--- config.mk ---
export PLATFORM = sky130hd
export DESIGN_NAME = download_mapper
export DESIGN_NICKNAME = d
export VERILOG_FILES = /design/src/design/vic_loader_pkg.sv /design/src/design/download_mapper.sv
export SDC_FILE = /design/constraint.sdc
export NUM_CORES = 1
export LEC_CHECK = 0
export BUFFER_PORTS_ARGS = -buffer_cell sky130_fd_sc_hd__buf_4
export CAP_MARGIN = 20
export CORE_MARGIN = 3
export CORE_UTILIZATION = 40
export CTS_BUF_LIST = sky130_fd_sc_hd__clkbuf_2 sky130_fd_sc_hd__clkbuf_4 sky130_fd_sc_hd__clkbuf_8
export CTS_CLUSTER_SIZE = 8
export DETAILED_ROUTE_END_ITERATION = 16
export PLACE_DENSITY = 0.59
export SLEW_MARGIN = 0
export SYNTH_ARGS = -nofsm -noshare
export SYNTH_HDL_FRONTEND = slang
export SYNTH_SLANG_ARGS = --single-unit
--- constraint.sdc ---
create_clock -name clk_sys -period 3.2 [get_ports clk_sys]
set_clock_uncertainty 0.1 [all_clocks]
set_input_delay 0.64 -clock clk_sys [delete_from_list [all_inputs] [get_ports clk_sys]]
set_output_delay 0.64 -clock clk_sys [all_outputs]
set_load 0.01 [all_outputs]
--- src/design/vic_loader_pkg.sv ---
////////////////////////////////////////////////////////////
// Shared types and constants of the VIC-20 loader
// Offsets in dl_stream_t are byte offsets into the file
////////////////////////////////////////////////////////////
package vic_loader_pkg;

	////////////////////////////////////////////////////////////
	// Host side structures
	////////////////////////////////////////////////////////////

	// Download stream from the host, one byte per write strobe
	typedef struct packed {
		logic        download;
		logic [7:0]  index;
		logic [24:0] addr;
		logic [7:0]  data;
		logic        wr;
	} dl_stream_t;

	// One write into the core configuration memory
	typedef struct packed {
		logic        wr;
		logic [15:0] addr;
		logic [7:0]  data;
	} cfg_wr_t;

	// User options as levels
	typedef struct packed {
		logic       extram1;
		logic [1:0] extram2;
		logic       extram3;
		logic       cart_wr;
		logic       pal;
		logic       tape_play_btn;
		logic       tape_unload;
	} host_opts_t;

	////////////////////////////////////////////////////////////
	// File indices and address map
	////////////////////////////////////////////////////////////

	localparam logic [7:0] IDX_ROM      = 8'd0;
	localparam logic [7:0] IDX_PRG      = 8'd1;
	localparam logic [7:0] IDX_CART     = 8'd2;
	localparam logic [7:0] IDX_CART_EXT = 8'd3;
	localparam logic [7:0] IDX_TAPE     = 8'd5;

	localparam logic [15:0] PRG_LIMIT  = 16'hA000;
	localparam logic [15:0] CART_LIMIT = 16'hC000;

	// Kernal lives at file offset $4000-$7FFF
	localparam logic [15:0] ROM_WIN_LO = 16'h4000;
	localparam logic [15:0] ROM_WIN_HI = 16'h8000;
	localparam logic [15:0] ROM_OFFSET = 16'h8000;

	// BASIC pointers patched after a PRG load, entry 0 first
	localparam logic [7:0][15:0] PRG_PTR_ADDR = {
		16'h00AF, 16'h00AE, 16'h0032, 16'h0031,
		16'h0030, 16'h002F, 16'h002E, 16'h002D
	};

	localparam int BLK_W   = 5;
	localparam int TAPE_AW = 12;

	////////////////////////////////////////////////////////////
	// Clock enables and LED
	////////////////////////////////////////////////////////////

	localparam logic [31:0] CE_STEP   = 32'd32000000;
	localparam logic [31:0] FREQ_PAL  = 32'd35468944;
	localparam logic [31:0] FREQ_NTSC = 32'd32727260;

	localparam int ACT_W = 27;

endpackage
--- src/design/download_mapper.sv ---
////////////////////////////////////////////////////////////
// PRG, kernal and cartridge files to config memory writes
// Cart block mask is sticky until reset
////////////////////////////////////////////////////////////
`timescale 1ns/10ps

module download_mapper (
	input  logic                                clk_sys,
	input  logic                                reset,
	input  vic_loader_pkg::dl_stream_t          dl_i,
	input  logic [7:0]                          file_ext_i,
	input  vic_loader_pkg::host_opts_t          opts_i,
	output vic_loader_pkg::cfg_wr_t             cfg_o,
	output logic [vic_loader_pkg::BLK_W-1:0]    ram_ext_o,
	output logic [vic_loader_pkg::BLK_W-1:0]    ram_ext_ro_o
);

	logic                             dl_q;
	logic [3:0]                       ptr_state;
	logic [15:0]                      load_addr;
	logic [vic_loader_pkg::BLK_W-1:0] cart_blk;
	logic [2:0]                       extram2_mask;
	logic                             is_prg;
	logic                             is_rom;
	logic                             is_cart;
	logic                             is_cart_ext;
	logic                             dl_rise;
	logic                             dl_fall;
	logic                             abandon;

	// One-hot block bit for an 8 KB page, $8000 and above $A000 have none
	function automatic logic [vic_loader_pkg::BLK_W-1:0] blk_bit(input logic [2:0] page);
		logic [vic_loader_pkg::BLK_W-1:0] mask;
		mask = '0;
		case (page)
			3'b000: mask[0] = 1'b1;
			3'b001: mask[1] = 1'b1;
			3'b010: mask[2] = 1'b1;
			3'b011: mask[3] = 1'b1;
			3'b101: mask[4] = 1'b1;
			default: mask = '0;
		endcase
		return mask;
	endfunction

	assign is_prg      = (dl_i.index == vic_loader_pkg::IDX_PRG);
	assign is_rom      = (dl_i.index == vic_loader_pkg::IDX_ROM);
	assign is_cart     = (dl_i.index == vic_loader_pkg::IDX_CART);
	assign is_cart_ext = (dl_i.index == vic_loader_pkg::IDX_CART_EXT);
	assign dl_rise     = dl_i.download & ~dl_q;
	assign dl_fall     = ~dl_i.download & dl_q;
	assign abandon     = dl_i.download & (is_prg | is_rom);

	always_ff @(posedge clk_sys) begin
		if (reset) begin
			dl_q      <= 1'b0;
			ptr_state <= 4'd0;
			cfg_o.wr  <= 1'b0;
			cart_blk  <= '0;
		end else begin
			dl_q     <= dl_i.download;
			cfg_o.wr <= 1'b0;

			////////////////////////////////////////////////////////////
			// BASIC pointer fix-up, odd states write
			////////////////////////////////////////////////////////////
			if (ptr_state != 4'd0)
				ptr_state <= ptr_state + 4'd1;
			if (dl_fall && is_prg)
				ptr_state <= 4'd1;
			if (ptr_state[0] && !abandon) begin
				cfg_o.wr   <= 1'b1;
				cfg_o.addr <= vic_loader_pkg::PRG_PTR_ADDR[ptr_state[3:1]];
				cfg_o.data <= ptr_state[1] ? load_addr[15:8] : load_addr[7:0];
			end

			// PRG file, first two bytes give the load address
			if (dl_i.download && is_prg) begin
				ptr_state <= 4'd0;
				if (dl_i.wr) begin
					if (dl_i.addr == 25'd0) begin
						load_addr[7:0] <= dl_i.data;
					end else if (dl_i.addr == 25'd1) begin
						load_addr[15:8] <= dl_i.data;
					end else if (load_addr < vic_loader_pkg::PRG_LIMIT) begin
						cfg_o.wr   <= 1'b1;
						cfg_o.addr <= load_addr;
						cfg_o.data <= dl_i.data;
						load_addr  <= load_addr + 16'd1;
					end
				end
			end

			// Kernal window
			if (dl_i.download && is_rom) begin
				ptr_state <= 4'd0;
				if (dl_i.wr && dl_i.addr >= vic_loader_pkg::ROM_WIN_LO &&
						dl_i.addr < vic_loader_pkg::ROM_WIN_HI) begin
					cfg_o.wr   <= 1'b1;
					cfg_o.addr <= dl_i.addr[15:0] + vic_loader_pkg::ROM_OFFSET;
					cfg_o.data <= dl_i.data;
				end
			end

			////////////////////////////////////////////////////////////
			// Cartridges
			////////////////////////////////////////////////////////////
			if (dl_i.download && (is_cart || is_cart_ext) && dl_i.wr) begin
				if (is_cart && dl_i.addr == 25'd0) begin
					load_addr[7:0] <= dl_i.data;
				end else if (is_cart && dl_i.addr == 25'd1) begin
					load_addr[15:8] <= dl_i.data;
				end else if (load_addr < vic_loader_pkg::CART_LIMIT) begin
					cart_blk   <= cart_blk | blk_bit(load_addr[15:13]);
					cfg_o.wr   <= 1'b1;
					cfg_o.addr <= load_addr;
					cfg_o.data <= dl_i.data;
					load_addr  <= load_addr + 16'd1;
				end
			end

			// Base from the last extension character, '2'..'9' or 'A'..'B'
			if (dl_rise && is_cart_ext) begin
				if (file_ext_i >= "2" && file_ext_i <= "9")
					load_addr <= {file_ext_i[3:0], 12'h000};
				else if (file_ext_i >= "A" && file_ext_i <= "B")
					load_addr <= {file_ext_i[3:0] + 4'd9, 12'h000};
			end
		end
	end

	// ExtRAM 2 grows upward from $2000 in 8 KB steps
	always_comb begin
		case (opts_i.extram2)
			2'd0: extram2_mask = 3'b000;
			2'd1: extram2_mask = 3'b001;
			2'd2: extram2_mask = 3'b011;
			default: extram2_mask = 3'b111;
		endcase
	end

	assign ram_ext_o    = {opts_i.extram3, extram2_mask, opts_i.extram1} | cart_blk;
	assign ram_ext_ro_o = opts_i.cart_wr ? '0 : cart_blk;

endmodule

## After elaboration in Yosys (flattened, before gate mapping)

Memories as Yosys holds them, arrays and structs flattened. A register that Yosys moved wholly into a read port is not among the register bits.
Index checks and enable logic that the tools add are counted.

| cells by class | value |
|---|---|
| add/sub/neg operators | 4 |
| $lt $le $gt $ge | 9 |
| eq/ne operators | 10 |
| muxes and demuxes | 72 |
| bitwise operators | 10 |
| reductions and logical operators | 24 |

Operators with widths:

| kind | count |
|---|---|
| 25-bit 2-to-1 mux | 13 |
| 16-bit 2-to-1 mux | 14 |
| 8-bit 2-to-1 mux | 9 |
| 16-bit < comparator, second input constant | 2 |
| 1-bit 2-to-1 mux | 32 |
| 25-bit by 1-bit == test with 1-bit output, second input constant | 1 |
| 25-bit by 15-bit >= comparator with 1-bit output, second input constant | 1 |
| 25-bit zero test | 1 |
| 25-bit by 16-bit < comparator with 1-bit output, second input constant | 1 |
| 16-bit by 1-bit adder with 16-bit output, second input constant | 1 |
| 16-bit adder, second input constant | 1 |
| 8-bit by 2-bit == test with 1-bit output, second input constant | 2 |
| 1-bit logical AND | 13 |
| 5-bit bitwise OR | 2 |
| 3-bit one-hot mux with 3 select lines | 1 |
| 8-bit by 1-bit == test with 1-bit output, second input constant | 1 |
| 8-bit by 6-bit >= comparator with 1-bit output, second input constant | 1 |
| 8-bit by 7-bit >= comparator with 1-bit output, second input constant | 1 |
| 8-bit by 6-bit <= comparator with 1-bit output, second input constant | 1 |
| 8-bit by 7-bit <= comparator with 1-bit output, second input constant | 1 |
| 8-bit zero test | 1 |
| 3-bit by 2-bit == test with 1-bit output, second input constant | 2 |
| 3-bit 2-to-1 mux | 2 |
| 5-bit 2-to-1 mux | 1 |
| other kinds (19) | 24 |

| storage, ports and cells | value |
|---|---|
| register bits | 51 |
| bits in read-only memories | 128 |
| bits of input ports | 61 |
| memories | 1 |

Memory list:

| name | words | bits a word | rd ports | clocked after Yosys merged registers in | write ports | line | source |
|---|---|---|---|---|---|---|---|
| (name not given) | 8 | 16 | 1 | 1 | 0 | download_mapper.sv:73 | `cfg_o.addr <= vic_loader_pkg::PRG_PTR_ADDR[ptr_state[3:1]];` |

## Logic depth before layout (Yosys ltp)

Gate-level depths: netlist (run 1).

| logic depth | value |
|---|---|
| word-level depth | 18 |
| mapped depth | 12 |

## Worst setup path before layout (run 1)

OpenSTA, ideal clock, no wires.

| timing path | value |
|---|---|
| path type | input to register |
| start | in dl_i[37] in the netlist's numbering |
| end | reg cfg_o[10] in the netlist's numbering, data pin |
| library setup time | 262 ps |
| arrival | 2689 ps |
| required time | 2838 ps |
| setup slack | 149 ps |
| stages on the path | 8 |
| path buffers | 2 |
| cells stage by stage | or4_4 or4_4 or3_1 buf_2 a211o_1 buf_6 a21oi_2 a211oi_1 |

| on the way | value |
|---|---|
| cells in the longest elaborated chain, start to end | 18 |

RTL lines:

| element | line | source |
|---|---|---|
| start: declaration | download_mapper.sv:10 | `input vic_loader_pkg::dl_stream_t dl_i,` |
| 8-bit by 1-bit == test with 1-bit output or 8-bit zero test (tied branches) | download_mapper.sv:46, download_mapper.sv:47 |  |
| 1-bit bitwise OR | download_mapper.sv:52 | `assign abandon = dl_i.download & (is_prg \| is_rom);` |
| 1-bit AND | download_mapper.sv:52 |  |
| 1-bit zero test | download_mapper.sv:71 | `if (ptr_state[0] && !abandon) begin` |
| 1-bit logical AND | download_mapper.sv:71 |  |
| 25-bit 2-to-1 mux | download_mapper.sv:71 |  |
| 25-bit 2-to-1 mux | download_mapper.sv:55 | `if (reset) begin` |
| 25-bit 2-to-1 mux | download_mapper.sv:85 | `end else if (load_addr < vic_loader_pkg::PRG_LIMIT) begin` |
| [... 2 more ...] | - |  |
| 25-bit 2-to-1 mux | download_mapper.sv:80 | `if (dl_i.wr) begin` |
| 25-bit 2-to-1 mux | download_mapper.sv:78 | `if (dl_i.download && is_prg) begin` |
| 25-bit 2-to-1 mux | download_mapper.sv:97 | `if (dl_i.wr && dl_i.addr >= vic_loader_pkg::ROM_WIN_LO &&` |
| 25-bit 2-to-1 mux | download_mapper.sv:95 | `if (dl_i.download && is_rom) begin` |
| 25-bit 2-to-1 mux | download_mapper.sv:113 | `end else if (load_addr < vic_loader_pkg::CART_LIMIT) begin` |
| 25-bit 2-to-1 mux | download_mapper.sv:111 | `end else if (is_cart && dl_i.addr == 25'd1) begin` |
| 25-bit 2-to-1 mux | download_mapper.sv:109 | `if (is_cart && dl_i.addr == 25'd0) begin` |
| 25-bit 2-to-1 mux (*) | download_mapper.sv:108 | `if (dl_i.download && (is_cart \|\| is_cart_ext) && dl_i.wr) begin` |
| end: declaration | download_mapper.sv:13 | `output vic_loader_pkg::cfg_wr_t cfg_o,` |

Mark *: on every way between the ends. The rest lies on a longest branch, timed or not. The select of a mux whose other input is x is not followed.
A chain may end at the register's enable or synchronous reset.

## Worst setup path in the final report (run 1)

| timing path | value |
|---|---|
| start | in dl_i[37] in the netlist's numbering |
| end | reg cfg_o[1] in the netlist's numbering, data pin |

Same word-level chain as after synthesis.

==> run_results.csv, run 1 <==
group,metric,value,unit
clock_tree,cts_setup_buffers,0,
finish,fillCellCount,1042,
clock_tree,htree_levels,2,
synth,synth_area_leader_cell,"edfxtp_1",
synth,synth_area_leaders,"edfxtp_1, dfxtp_1, nand2_1",
synth,ys_seq_area_share,33.67,%
timing,worstMarginPinSlew,0.9222,ns
clock_tree,clkLatencyLatePin,0.35,ns
drt,drt_wl_total,17760,um
global_route,antenna_found_initial,0,
finish,antenna_cells,0,
critical_path,start_kind,"input pin",
critical_path,cp-end-kind,"flip-flop",
synth,yosysTopAreaCellShare,26.58,%
drt,drt_iter0_markers,471,
timing,fmax,0.3451,GHz
synth,async_flop_share,0,%
synth,syn_inst,549,
drt,wl_per_cell,21.79,um
synth,yosysMostFrequentCell,"nand2_1",
synth,netlist_area,0.004519,sq mm
die,rows,38,
finish,seqCellArea,0.001521,sq mm
synth,synthTopCellsByCount,"nand2_1, edfxtp_1, nor2_1",
timing,relSlewSlack,37.87,%
critical_path,path_class,"in -> reg",
global_route,grt_pass1_wl,27460,um
power_and_ir_drop,ir_worst_vdd,0.0002083,V
power_and_ir_drop,powerDensity,322.1,mW/mm^2
synth,synth_nets,620,
clock_tree,cts_tree,"yes",
power_and_ir_drop,power,1.877,mW
timing,fin_crit,2.898,ns
clock_tree,cts_buffer_depth,2,
clock_tree,hold_buffers,0,
finish,drive_gt1_share,27.11,%
finish,nets,745,
hold_path,hold_path.class,"reg -> reg",
die,die_x,112.3,um
place,portBuffers,92,
synth,syn_area_per_cell,8.232,sq um
place,place_area,0.005734,sq mm
critical_path,arrival,2.91,ns
finish,fin_area,0.005826,sq mm
synth,yosys_warnings,0,
critical_path,rr_startpoint,"load_addr[14]",
clock_tree,numCtsBuffers,5,
synth,ys_seq_elements,56,
die,die_h,112.3,um
synth,synth_cell_types,64,
place,hpwl,13800,um
die,core,0.01094,sq mm
die,die-area,0.01261,sq mm
run_status,status,"finished clean",
place,place_congestion,0.9541,
timing,fin_setup_tns,0,ns
global_route,grt_use_total,27.70,%
global_route,grt.overflow.total,0,
clock_tree,cts_resized,0,
clock_tree,root_buffer,"clkbuf_8",
global_route,grt_max_degree,41,
die,num_io_pins,96,
timing,finalCritPeriodShare,90.55,%
timing,setup_viol,0,
global_route,grt_pass1_vias,4853,
critical_path,worst-path-max-fanout,12,
finish,synthToLayoutAreaGrowth,28.90,%
timing,slew_violations,0,
run,drv_cap,0,
critical_path,critPathLaunch,"dl_i[37]",
power_and_ir_drop,leakagePower,2.324,nW
drt,final_antenna_net_count,0,
synth,synth_edf_count,40,
drt,drcViolationCount,0,
clock_tree,cts_sinks,56,
timing,rsz0062_at_grt,"no",
hold_path,min_from,"cart_blk[0]",
critical_path,required,3.21,ns
timing,hold_viol,0,
drt,detail_route.first_pass.iterations,6,
finish,multiInputGateArea,0.002785,sq mm
drt,vias,5112,
drt,vias_per_cell,6.272,
clock_tree,clk_pin_slew,0.12,ns
synth,synth_ff_type,"edfxtp_1",
die,start_util,41.33,%
worst paths after layout:
path | endpoint | slack, ns | cells past startpoint
worst min-delay path | cart_blk[0] | 0.41 | 2
worst max-delay path | cfg_o[1] | 0.30 | 8
worst max register to register | load_addr[2] | 0.55 | 7
worst min register to register | cart_blk[0] | 0.41 | 2
metal layers:
| layer | global-route usage (%) | wire length, um |
|---|---|---|
| met3 | 5.229 | 1627 |
| met4 | 8.413 | 583 |
| met5 | 0 | 0 |
| met1 | 39.51 | 7756 |
| met2 | 42.71 | 7793 |
flip-flops by register name, summed over array words and instances (netlist names), named ones only:
name       count
cart_blk       5
cfg_o         25
dl_q           1
ptr_state      4
load_addr     16
report_power, final:
group / total, mW / internal (mW) / switching (mW)
registers: 0.918 / 0.864 / 0.0534
logic: 0.514 / 0.245 / 0.269
clock network: 0.445 / 0.158 / 0.287
worst max-delay path, cell delays in order:
cell and delay [ns]:
buf_4 0.12, or4_4 0.53, or4_4 0.43, or3_1 0.36, a211o_1 0.45, buf_4 0.24, nand2_1 0.09, o21ai_1 0.06
metrics by stage:
step | setup WS, ns | hold slack, ns | cells | util, %
floorplan | 0.1487 | 0.3433 | 549 | -
global placement | -0.01035 | 0.3718 | 807 | 52.44
detailed placement | -0.04510 | 0.3793 | 807 | 52.44
CTS | 0.3278 | 0.4105 | 815 | 53.27
global route | 0.2540 | 0.4506 | 815 | 53.27
finish | 0.3025 | 0.4094 | 815 | 53.27
cell usage in the layout (no fill, tap or decap), types with 9 or more instances in the layout:
| master | Yosys | layout |
|---|---|---|
| inv_1 | 19 | 19 |
| a31oi_1 | 11 | 11 |
| nor4_1 | 16 | 16 |
| o211ai_1 | 10 | 10 |
| buf_4 | 0 | 152 |
| a21oi_1 | 36 | 36 |
| nor2b_1 | 12 | 12 |
| o21ai_1 | 9 | 9 |
| a211oi_1 | 9 | 9 |
| mux2i_1 | 11 | 11 |
| ha_1 | 10 | 10 |
| edfxtp_1 | 40 | 40 |
| nor2_1 | 39 | 39 |
| nand3_1 | 24 | 24 |
| nand2_1 | 55 | 55 |
| nand4_1 | 21 | 21 |
| nor3_1 | 16 | 16 |
| a21o_1 | 12 | 12 |
| o21ai_0 | 20 | 20 |
| dfxtp_1 | 16 | 16 |
area by class of cell:
cell class | count | share of cell area (%)
flip-flops and latches | 56 | 26.12
well taps | 140 | 3.007
clock buffers | 5 | 1.181
inverters | 19 | 1.224
repair buffers | 154 | 20.27
multi-input cells | 438 | 47.81
clock inverters | 3 | 0.3866
kinds of logic after synthesis:
kind of cell | after synthesis | synth area share (%)
xor gates and xnor gates | 11 | 2.132
DFF | 56 | 33.67
buffers and inverters | 55 | 4.845
AOI/OAI and AO/OA | 173 | 26.19
muxes | 18 | 4.181
and+or+nand+nor | 226 | 26.22
adders and majority gates | 10 | 2.769
Power figures use the tool's default switching activity.
==> run 2: changes to the inputs <==
ABC_AREA = 1   (was unset)
PLACE_DENSITY = 0.58   (was 0.59)
==> run_results.csv, run 2 <==
group,metric,value,unit
synth,ys_seq_area_share,31.35,%
synth,synth_cell_types,41,
clock_tree,clk_pin_slew,0.12,ns
synth,netlist_area,0.004853,sq mm
die,rows,39,
die,die_h,116.2,um
global_route,grt_max_degree,42,
die,die_x,116.2,um
synth,synth_ff_type,"edfxtp_1",
synth,ys_seq_elements,56,
drt,wl_per_cell,16.14,um
global_route,antenna_found_initial,0,
clock_tree,cts_sinks,56,
critical_path,crit_top_cell,"inv_1",
finish,top_register,"cfg_o",
drt,drt_wl_total,15460,um
synth,synthTopCellsByCount,"nand2_1, inv_1, nand3_1",
synth,yosysTopAreaCellShare,24.75,%
clock_tree,cts_setup_buffers,0,
place,portBuffers,92,
critical_path,worst-path-max-fanout,14,
clock_tree,root_buffer,"clkbuf_8",
drt,drt_iter0_markers,588,
synth,synth_area_leaders,"edfxtp_1, nand2_1, inv_1",
critical_path,cp_top_family,"simple AND/OR/NAND/NOR gates",
critical_path,worst_path_largest_cell_delay,0.57,ns
die,core,0.01161,sq mm
finish,largest_register_ffs,25,
timing,finalCritPeriodShare,78.25,%
critical_path,path_class,"reg -> reg",
run_status,status,"finished clean",
finish,nets,885,
timing,fin_crit,2.504,ns
synth,yosys_warnings,0,
global_route,grt_use_total,23.30,%
critical_path,start_kind,"flip-flop",
clock_tree,hold_buffers,0,
drt,final_antenna_net_count,0,
finish,synthToLayoutAreaGrowth,18.87,%
clock_tree,numCtsBuffers,5,
critical_path,required,3.21,ns
place,hpwl,12000,um
place,place_area,0.005672,sq mm
timing,setup_viol,0,
timing,relSlewSlack,61.39,%
timing,hold_viol,0,
timing,fmax,0.3994,GHz
critical_path,crit_path_cell_trace,"nand2_4, nand2_1, inv_1, nand2_2, nor2_2, inv_1, nand2_2, a21oi_1, o21ai_1, inv_1",
drt,vias_per_cell,5.302,
global_route,grt.overflow.total,0,
hold_path,min_from,"cart_blk[0]",
clock_tree,cts_tree,"yes",
synth,syn_area_per_cell,6.704,sq um
finish,fin_area,0.005769,sq mm
timing,fin_setup_tns,0,ns
critical_path,rr_startpoint,"load_addr[14]",
die,die-area,0.01349,sq mm
finish,final_cell_mix,"nand2_1, buf_4, inv_1",
critical_path,critPathLaunch,"load_addr[14]",
drt,drcViolationCount,0,
synth,syn_inst,724,
die,start_util,41.79,%
power_and_ir_drop,ir_worst_vdd,0.0001966,V
synth,synth_nets,795,
synth,synth_edf_count,40,
critical_path,cp-end-kind,"flip-flop",
global_route,grt_pass1_vias,4790,
die,num_io_pins,96,
synth,async_flop_share,0,%
place,place_congestion,0.9468,
timing,slew_violations,0,
clock_tree,cts_buffer_depth,2,
timing,rsz0062_at_grt,"no",
critical_path,arrival,2.51,ns
finish,reg.largest.list,"cfg_o (25), load_addr (16), cart_blk (5)",
finish,antenna_cells,0,
critical_path,cpMaxStageDelayCell,"edfxtp_1",
power_and_ir_drop,leakagePower,2.898,nW
clock_tree,htree_levels,2,
drt,detail_route.first_pass.iterations,5,
drt,vias,5079,
global_route,grt_pass1_wl,24740,um
run,drv_cap,0,
finish,layout_commonest_cell,"nand2_1",
clock_tree,cts_resized,0,
synth,yosysMostFrequentCell,"nand2_1",
critical_path,crit_buf_inv,3,
timing,worstMarginPinSlew,0.5791,ns
clock_tree,clkLatencyLatePin,0.34,ns
hold_path,hold_path.class,"reg -> reg",
finish,drive_gt1_share,19.75,%
power_and_ir_drop,powerDensity,336.0,mW/mm^2
synth,synth_area_leader_cell,"edfxtp_1",
## run 2: changes by cell type after synthesis, moves of 10 or more
| cell | previous run | this run |
|---|---|---|
| nor2_1 | 39 | 62 |
| nand3_1 | 24 | 65 |
| nor2b_1 | 12 | 0 |
| nor4_1 | 16 | 2 |
| inv_1 | 19 | 94 |
| o21ai_0 | 20 | 37 |
| nand2_1 | 55 | 216 |
| mux2i_1 | 11 | 1 |
| a21o_1 | 12 | 0 |
| clkbuf_1 | 29 | 3 |
## run 2: per-stage QoR
stage	setup WS (ns)	total power, mW	util (%)	hold WS, ns	cells
after floorplan	0.3962	1.260	-	0.3463	724
after global placement	0.4315	1.483	48.84	0.3631	950
after detailed placement	0.3909	1.490	48.84	0.3701	950
after CTS	0.6806	1.950	49.68	0.3879	958
after global routing	0.4465	2.047	49.68	0.4322	958
final	0.6960	1.938	49.68	0.3821	958
## run 2: worst register-to-register path: stages (launching register included)
cell      delay, ns
edfxtp_1       0.57
nand2_4        0.23
nand2_1        0.09
inv_1          0.33
nand2_2        0.15
nor2_2         0.25
inv_1          0.10
nand2_2        0.23
a21oi_1        0.10
o21ai_1        0.09
inv_1          0.04
## run 2: logic make-up (layout without fill, tap and decap cells)
group / Yosys count / in the layout / share of synthesized area, %
adder cells (fa/ha/maj): 10 / 10 / 2.578
multiplexers: 1 / 1 / 0.2062
flip-flops: 56 / 56 / 31.35
buffers and inverters: 125 / 216 / 11.01
XOR/XNOR: 8 / 8 / 1.444
AND/OR/NAND/NOR: 409 / 409 / 40.11
AO/OA/AOI/OAI: 115 / 115 / 13.30
## run 2: final cells by class
cell class / count / area [sq um]
timing repair buffer: 104 / 780.7
clock inverter: 3 / 28.78
tap: 143 / 178.9
inverter: 104 / 392.9
clock buffer: 5 / 68.82
fill: 1158 / 5844
sequential: 56 / 1521
multi-input combinational: 543 / 2798
## run 2: path summary, 6_finish.rpt
check                end  slack, ns  depth (start not counted)
min reg2reg  cart_blk[0]       0.38                          2
max            cfg_o[13]       0.70                         10
min          cart_blk[0]       0.38                          2
max reg2reg    cfg_o[13]       0.70                         10
## run 2: power by group
part | internal [mW] | switching (mW) | leakage [nW]
clock network | 0.167 | 0.296 | 0.0511
logic | 0.240 | 0.297 | 2.33
registers | 0.873 | 0.0664 | 0.521
## run 2: routing by layer
metal | vias up | routed length [um] | global-route usage, %
met3 | 18 | 1068 | 3.212
li1 | 2549 | - | -
met5 | - | 0 | 0
met2 | 188 | 7031 | 37.55
met4 | 0 | 214 | 5.414
met1 | 2324 | 7149 | 33.35
==> run 3: changes to the inputs <==
ABC_AREA = 0   (was 1)
PLACE_DENSITY = 0.59   (was 0.58)
clock period = 2.35 ns   (was 3.2 ns; I/O delays follow)
==> run_results.csv, run 3 (synthesis gave the netlist of run 1 again) <==
group,metric,value,unit
drt,vias_per_cell,6.012,
timing,fin_setup_tns,-6.628,ns
clock_tree,hold_buffers,0,
finish,seqCellArea,0.001521,sq mm
timing,fmax,0.3856,GHz
die,die_h,112.3,um
timing,slew_violations,0,
drt,drcViolationCount,0,
finish,top_register,"cfg_o",
drt,vias,5621,
critical_path,r2r-end,"load_addr[10]",
die,start_util,41.33,%
critical_path,reg2reg_depth,8,
die,die_x,112.3,um
drt,wl_per_cell,20.53,um
timing,fin_crit,2.594,ns
drt,final_antenna_net_count,0,
critical_path,worst-path-max-fanout,7,
place,portBuffers,92,
critical_path,start_kind,"input pin",
drt,highest_layer,"met4",
power_and_ir_drop,power,2.684,mW
critical_path,arrival,2.59,ns
place,place_congestion,0.9613,
timing,setup_viol,42,
timing,rsz0062_at_grt,"yes",
hold_path,hold_path.class,"in -> reg",
timing,finalCritPeriodShare,110.4,%
die,core,0.01094,sq mm
critical_path,crit_top_cell,"or4_4",
drt,drt-met1-wl,7954,um
global_route,grt_pass1_wl,29540,um
critical_path,required,2.35,ns
run_status,violations,"setup timing",
critical_path,worst_path_largest_cell_delay,0.52,ns
finish,final_cell_mix,"buf_4, nand2_1, edfxtp_1",
global_route,grt_use_total,29.48,%
global_route,grt_max_degree,36,
timing,hold_viol,0,
die,die-area,0.01261,sq mm
clock_tree,htree_levels,2,
critical_path,cp-end-kind,"flip-flop",
die,rows,38,
power_and_ir_drop,leakagePower,3.049,nW
drt,dr_wl_met2,9156,um
global_route,grt_pass1_vias,5312,
finish,synthToLayoutAreaGrowth,58.00,%
global_route,antenna_found_initial,0,
finish,antenna_cells,0,
finish,drive_gt1_share,44.78,%
drt,drt_wl_total,19190,um
clock_tree,cts_tree,"yes",
critical_path,endpoint,"cfg_o[5]",
timing,worst_slack,-0.2436,ns
clock_tree,cts_sinks,56,
finish,layout_commonest_cell,"buf_4",
critical_path,cpMaxStageDelayCell,"or4_4",
clock_tree,clk_pin_slew,0.11,ns
run_status,status,"finished with violations",
finish,largest_register_ffs,25,
finish,multiInputGateArea,0.003094,sq mm
finish,fillCellCount,948,
timing,relSlewSlack,66.61,%
clock_tree,numCtsBuffers,5,
critical_path,rrSetupSlack,0.08,ns
critical_path,crit_path_cell_trace,"buf_8, or4_4, or4_4, or3_4, a211o_4, buf_12, nand2_1, o21ai_1",
drt,drt_iter0_markers,566,
clock_tree,clkLatencyLatePin,0.33,ns
power_and_ir_drop,powerDensity,375.9,mW/mm^2
power_and_ir_drop,ir_worst_vdd,0.0002700,V
place,hpwl,15010,um
critical_path,path_class,"in -> reg",
clock_tree,cts_buffer_depth,2,
finish,reg.largest.list,"cfg_o (25), load_addr (16), cart_blk (5)",
timing,worstMarginPinSlew,0.5009,ns
global_route,grt.overflow.total,0,
critical_path,critPathLaunch,"dl_i[37]",
drt,met3_length,1609,um
run,drv_cap,0,
finish,final_core_util,65.30,%
finish,nets,865,
critical_path,rr_startpoint,"load_addr[1]",
drt,detail_route.first_pass.iterations,5,
clock_tree,root_buffer,"clkbuf_8",
die,num_io_pins,96,
[run 3: cell count changes in the layout (fill, tap and decap cells not counted), sizes merged, moves of 15 or more]
| cell | before | now |
|---|---|---|
| buf | 104 | 273 |
| o21ai | 47 | 29 |
| nor2 | 74 | 39 |
| inv | 104 | 18 |
| nor4 | 3 | 18 |
| nand2 | 233 | 55 |
| nand3 | 70 | 24 |
[run 3: repair_timing]
| action | in CTS | in global routing |
|---|---|---|
| hold endpoints to repair | 0 | 0 |
| cloned | 1 | 1 |
| buffers inserted | 9 | 9 |
| setup endpoints to repair | 46 | 47 |
| pin swaps | 19 | 34 |
| resized for setup | 38 | 49 |
[run 3: metal layers]
layer | vias up | track usage [%]
met5 | - | 0
met4 | 0 | 7.853
met3 | 43 | 4.690
met2 | 287 | 48.91
met1 | 2686 | 40.12
li1 | 2605 | -
[run 3: report_power, final]
part | internal, mW | switching (mW)
Clock | 0.225 | 0.368
Sequential | 1.18 | 0.0588
Combinational | 0.429 | 0.427
[run 3: worst min-delay path by stage]
stage | start | to | depth (start not counted)
after floorplan | cart_blk[0] | cart_blk[0] | 2
after global placement | cart_blk[2] | cart_blk[2] | 2
after detailed placement | cart_blk[2] | cart_blk[2] | 2
after CTS | reset | cart_blk[0] | 2
after global routing | reset | cfg_o[24] | 2
final | reset | cfg_o[24] | 2
[run 3: per-stage QoR]
| stage | instances | hold slack (ns) | setup slack [ns] | area (sq um) |
|---|---|---|---|---|
| 2_1_floorplan | 549 | 0.3433 | -0.4945 | 4564 |
| 3_3_place_gp | 908 | 0.3749 | -0.6453 | 6519 |
| 3_5_place_dp | 908 | 0.3868 | -0.6060 | 6519 |
| 4_1_cts | 926 | 0.3182 | -0.2004 | 6858 |
| 5_1_grt | 935 | 0.3164 | -0.2685 | 7141 |
| 6_report | 935 | 0.3146 | -0.2436 | 7141 |
[run 3: cell type report]
class	instances	area share [%]
clock buffers	6	1.069
well taps	140	2.453
flip-flops and latches	56	21.31
clock inverters	2	0.2278
inverters	19	1.051
repair buffers	274	30.56
multi-input cells	438	43.33
[run 3: worst max-delay path, delay by kind of cell]
family	cells	cell delay (ns)
buffers and inverters	2	0.26
and+or+nand+nor	4	1.39
AOI/OAI and AO/OA	2	0.45
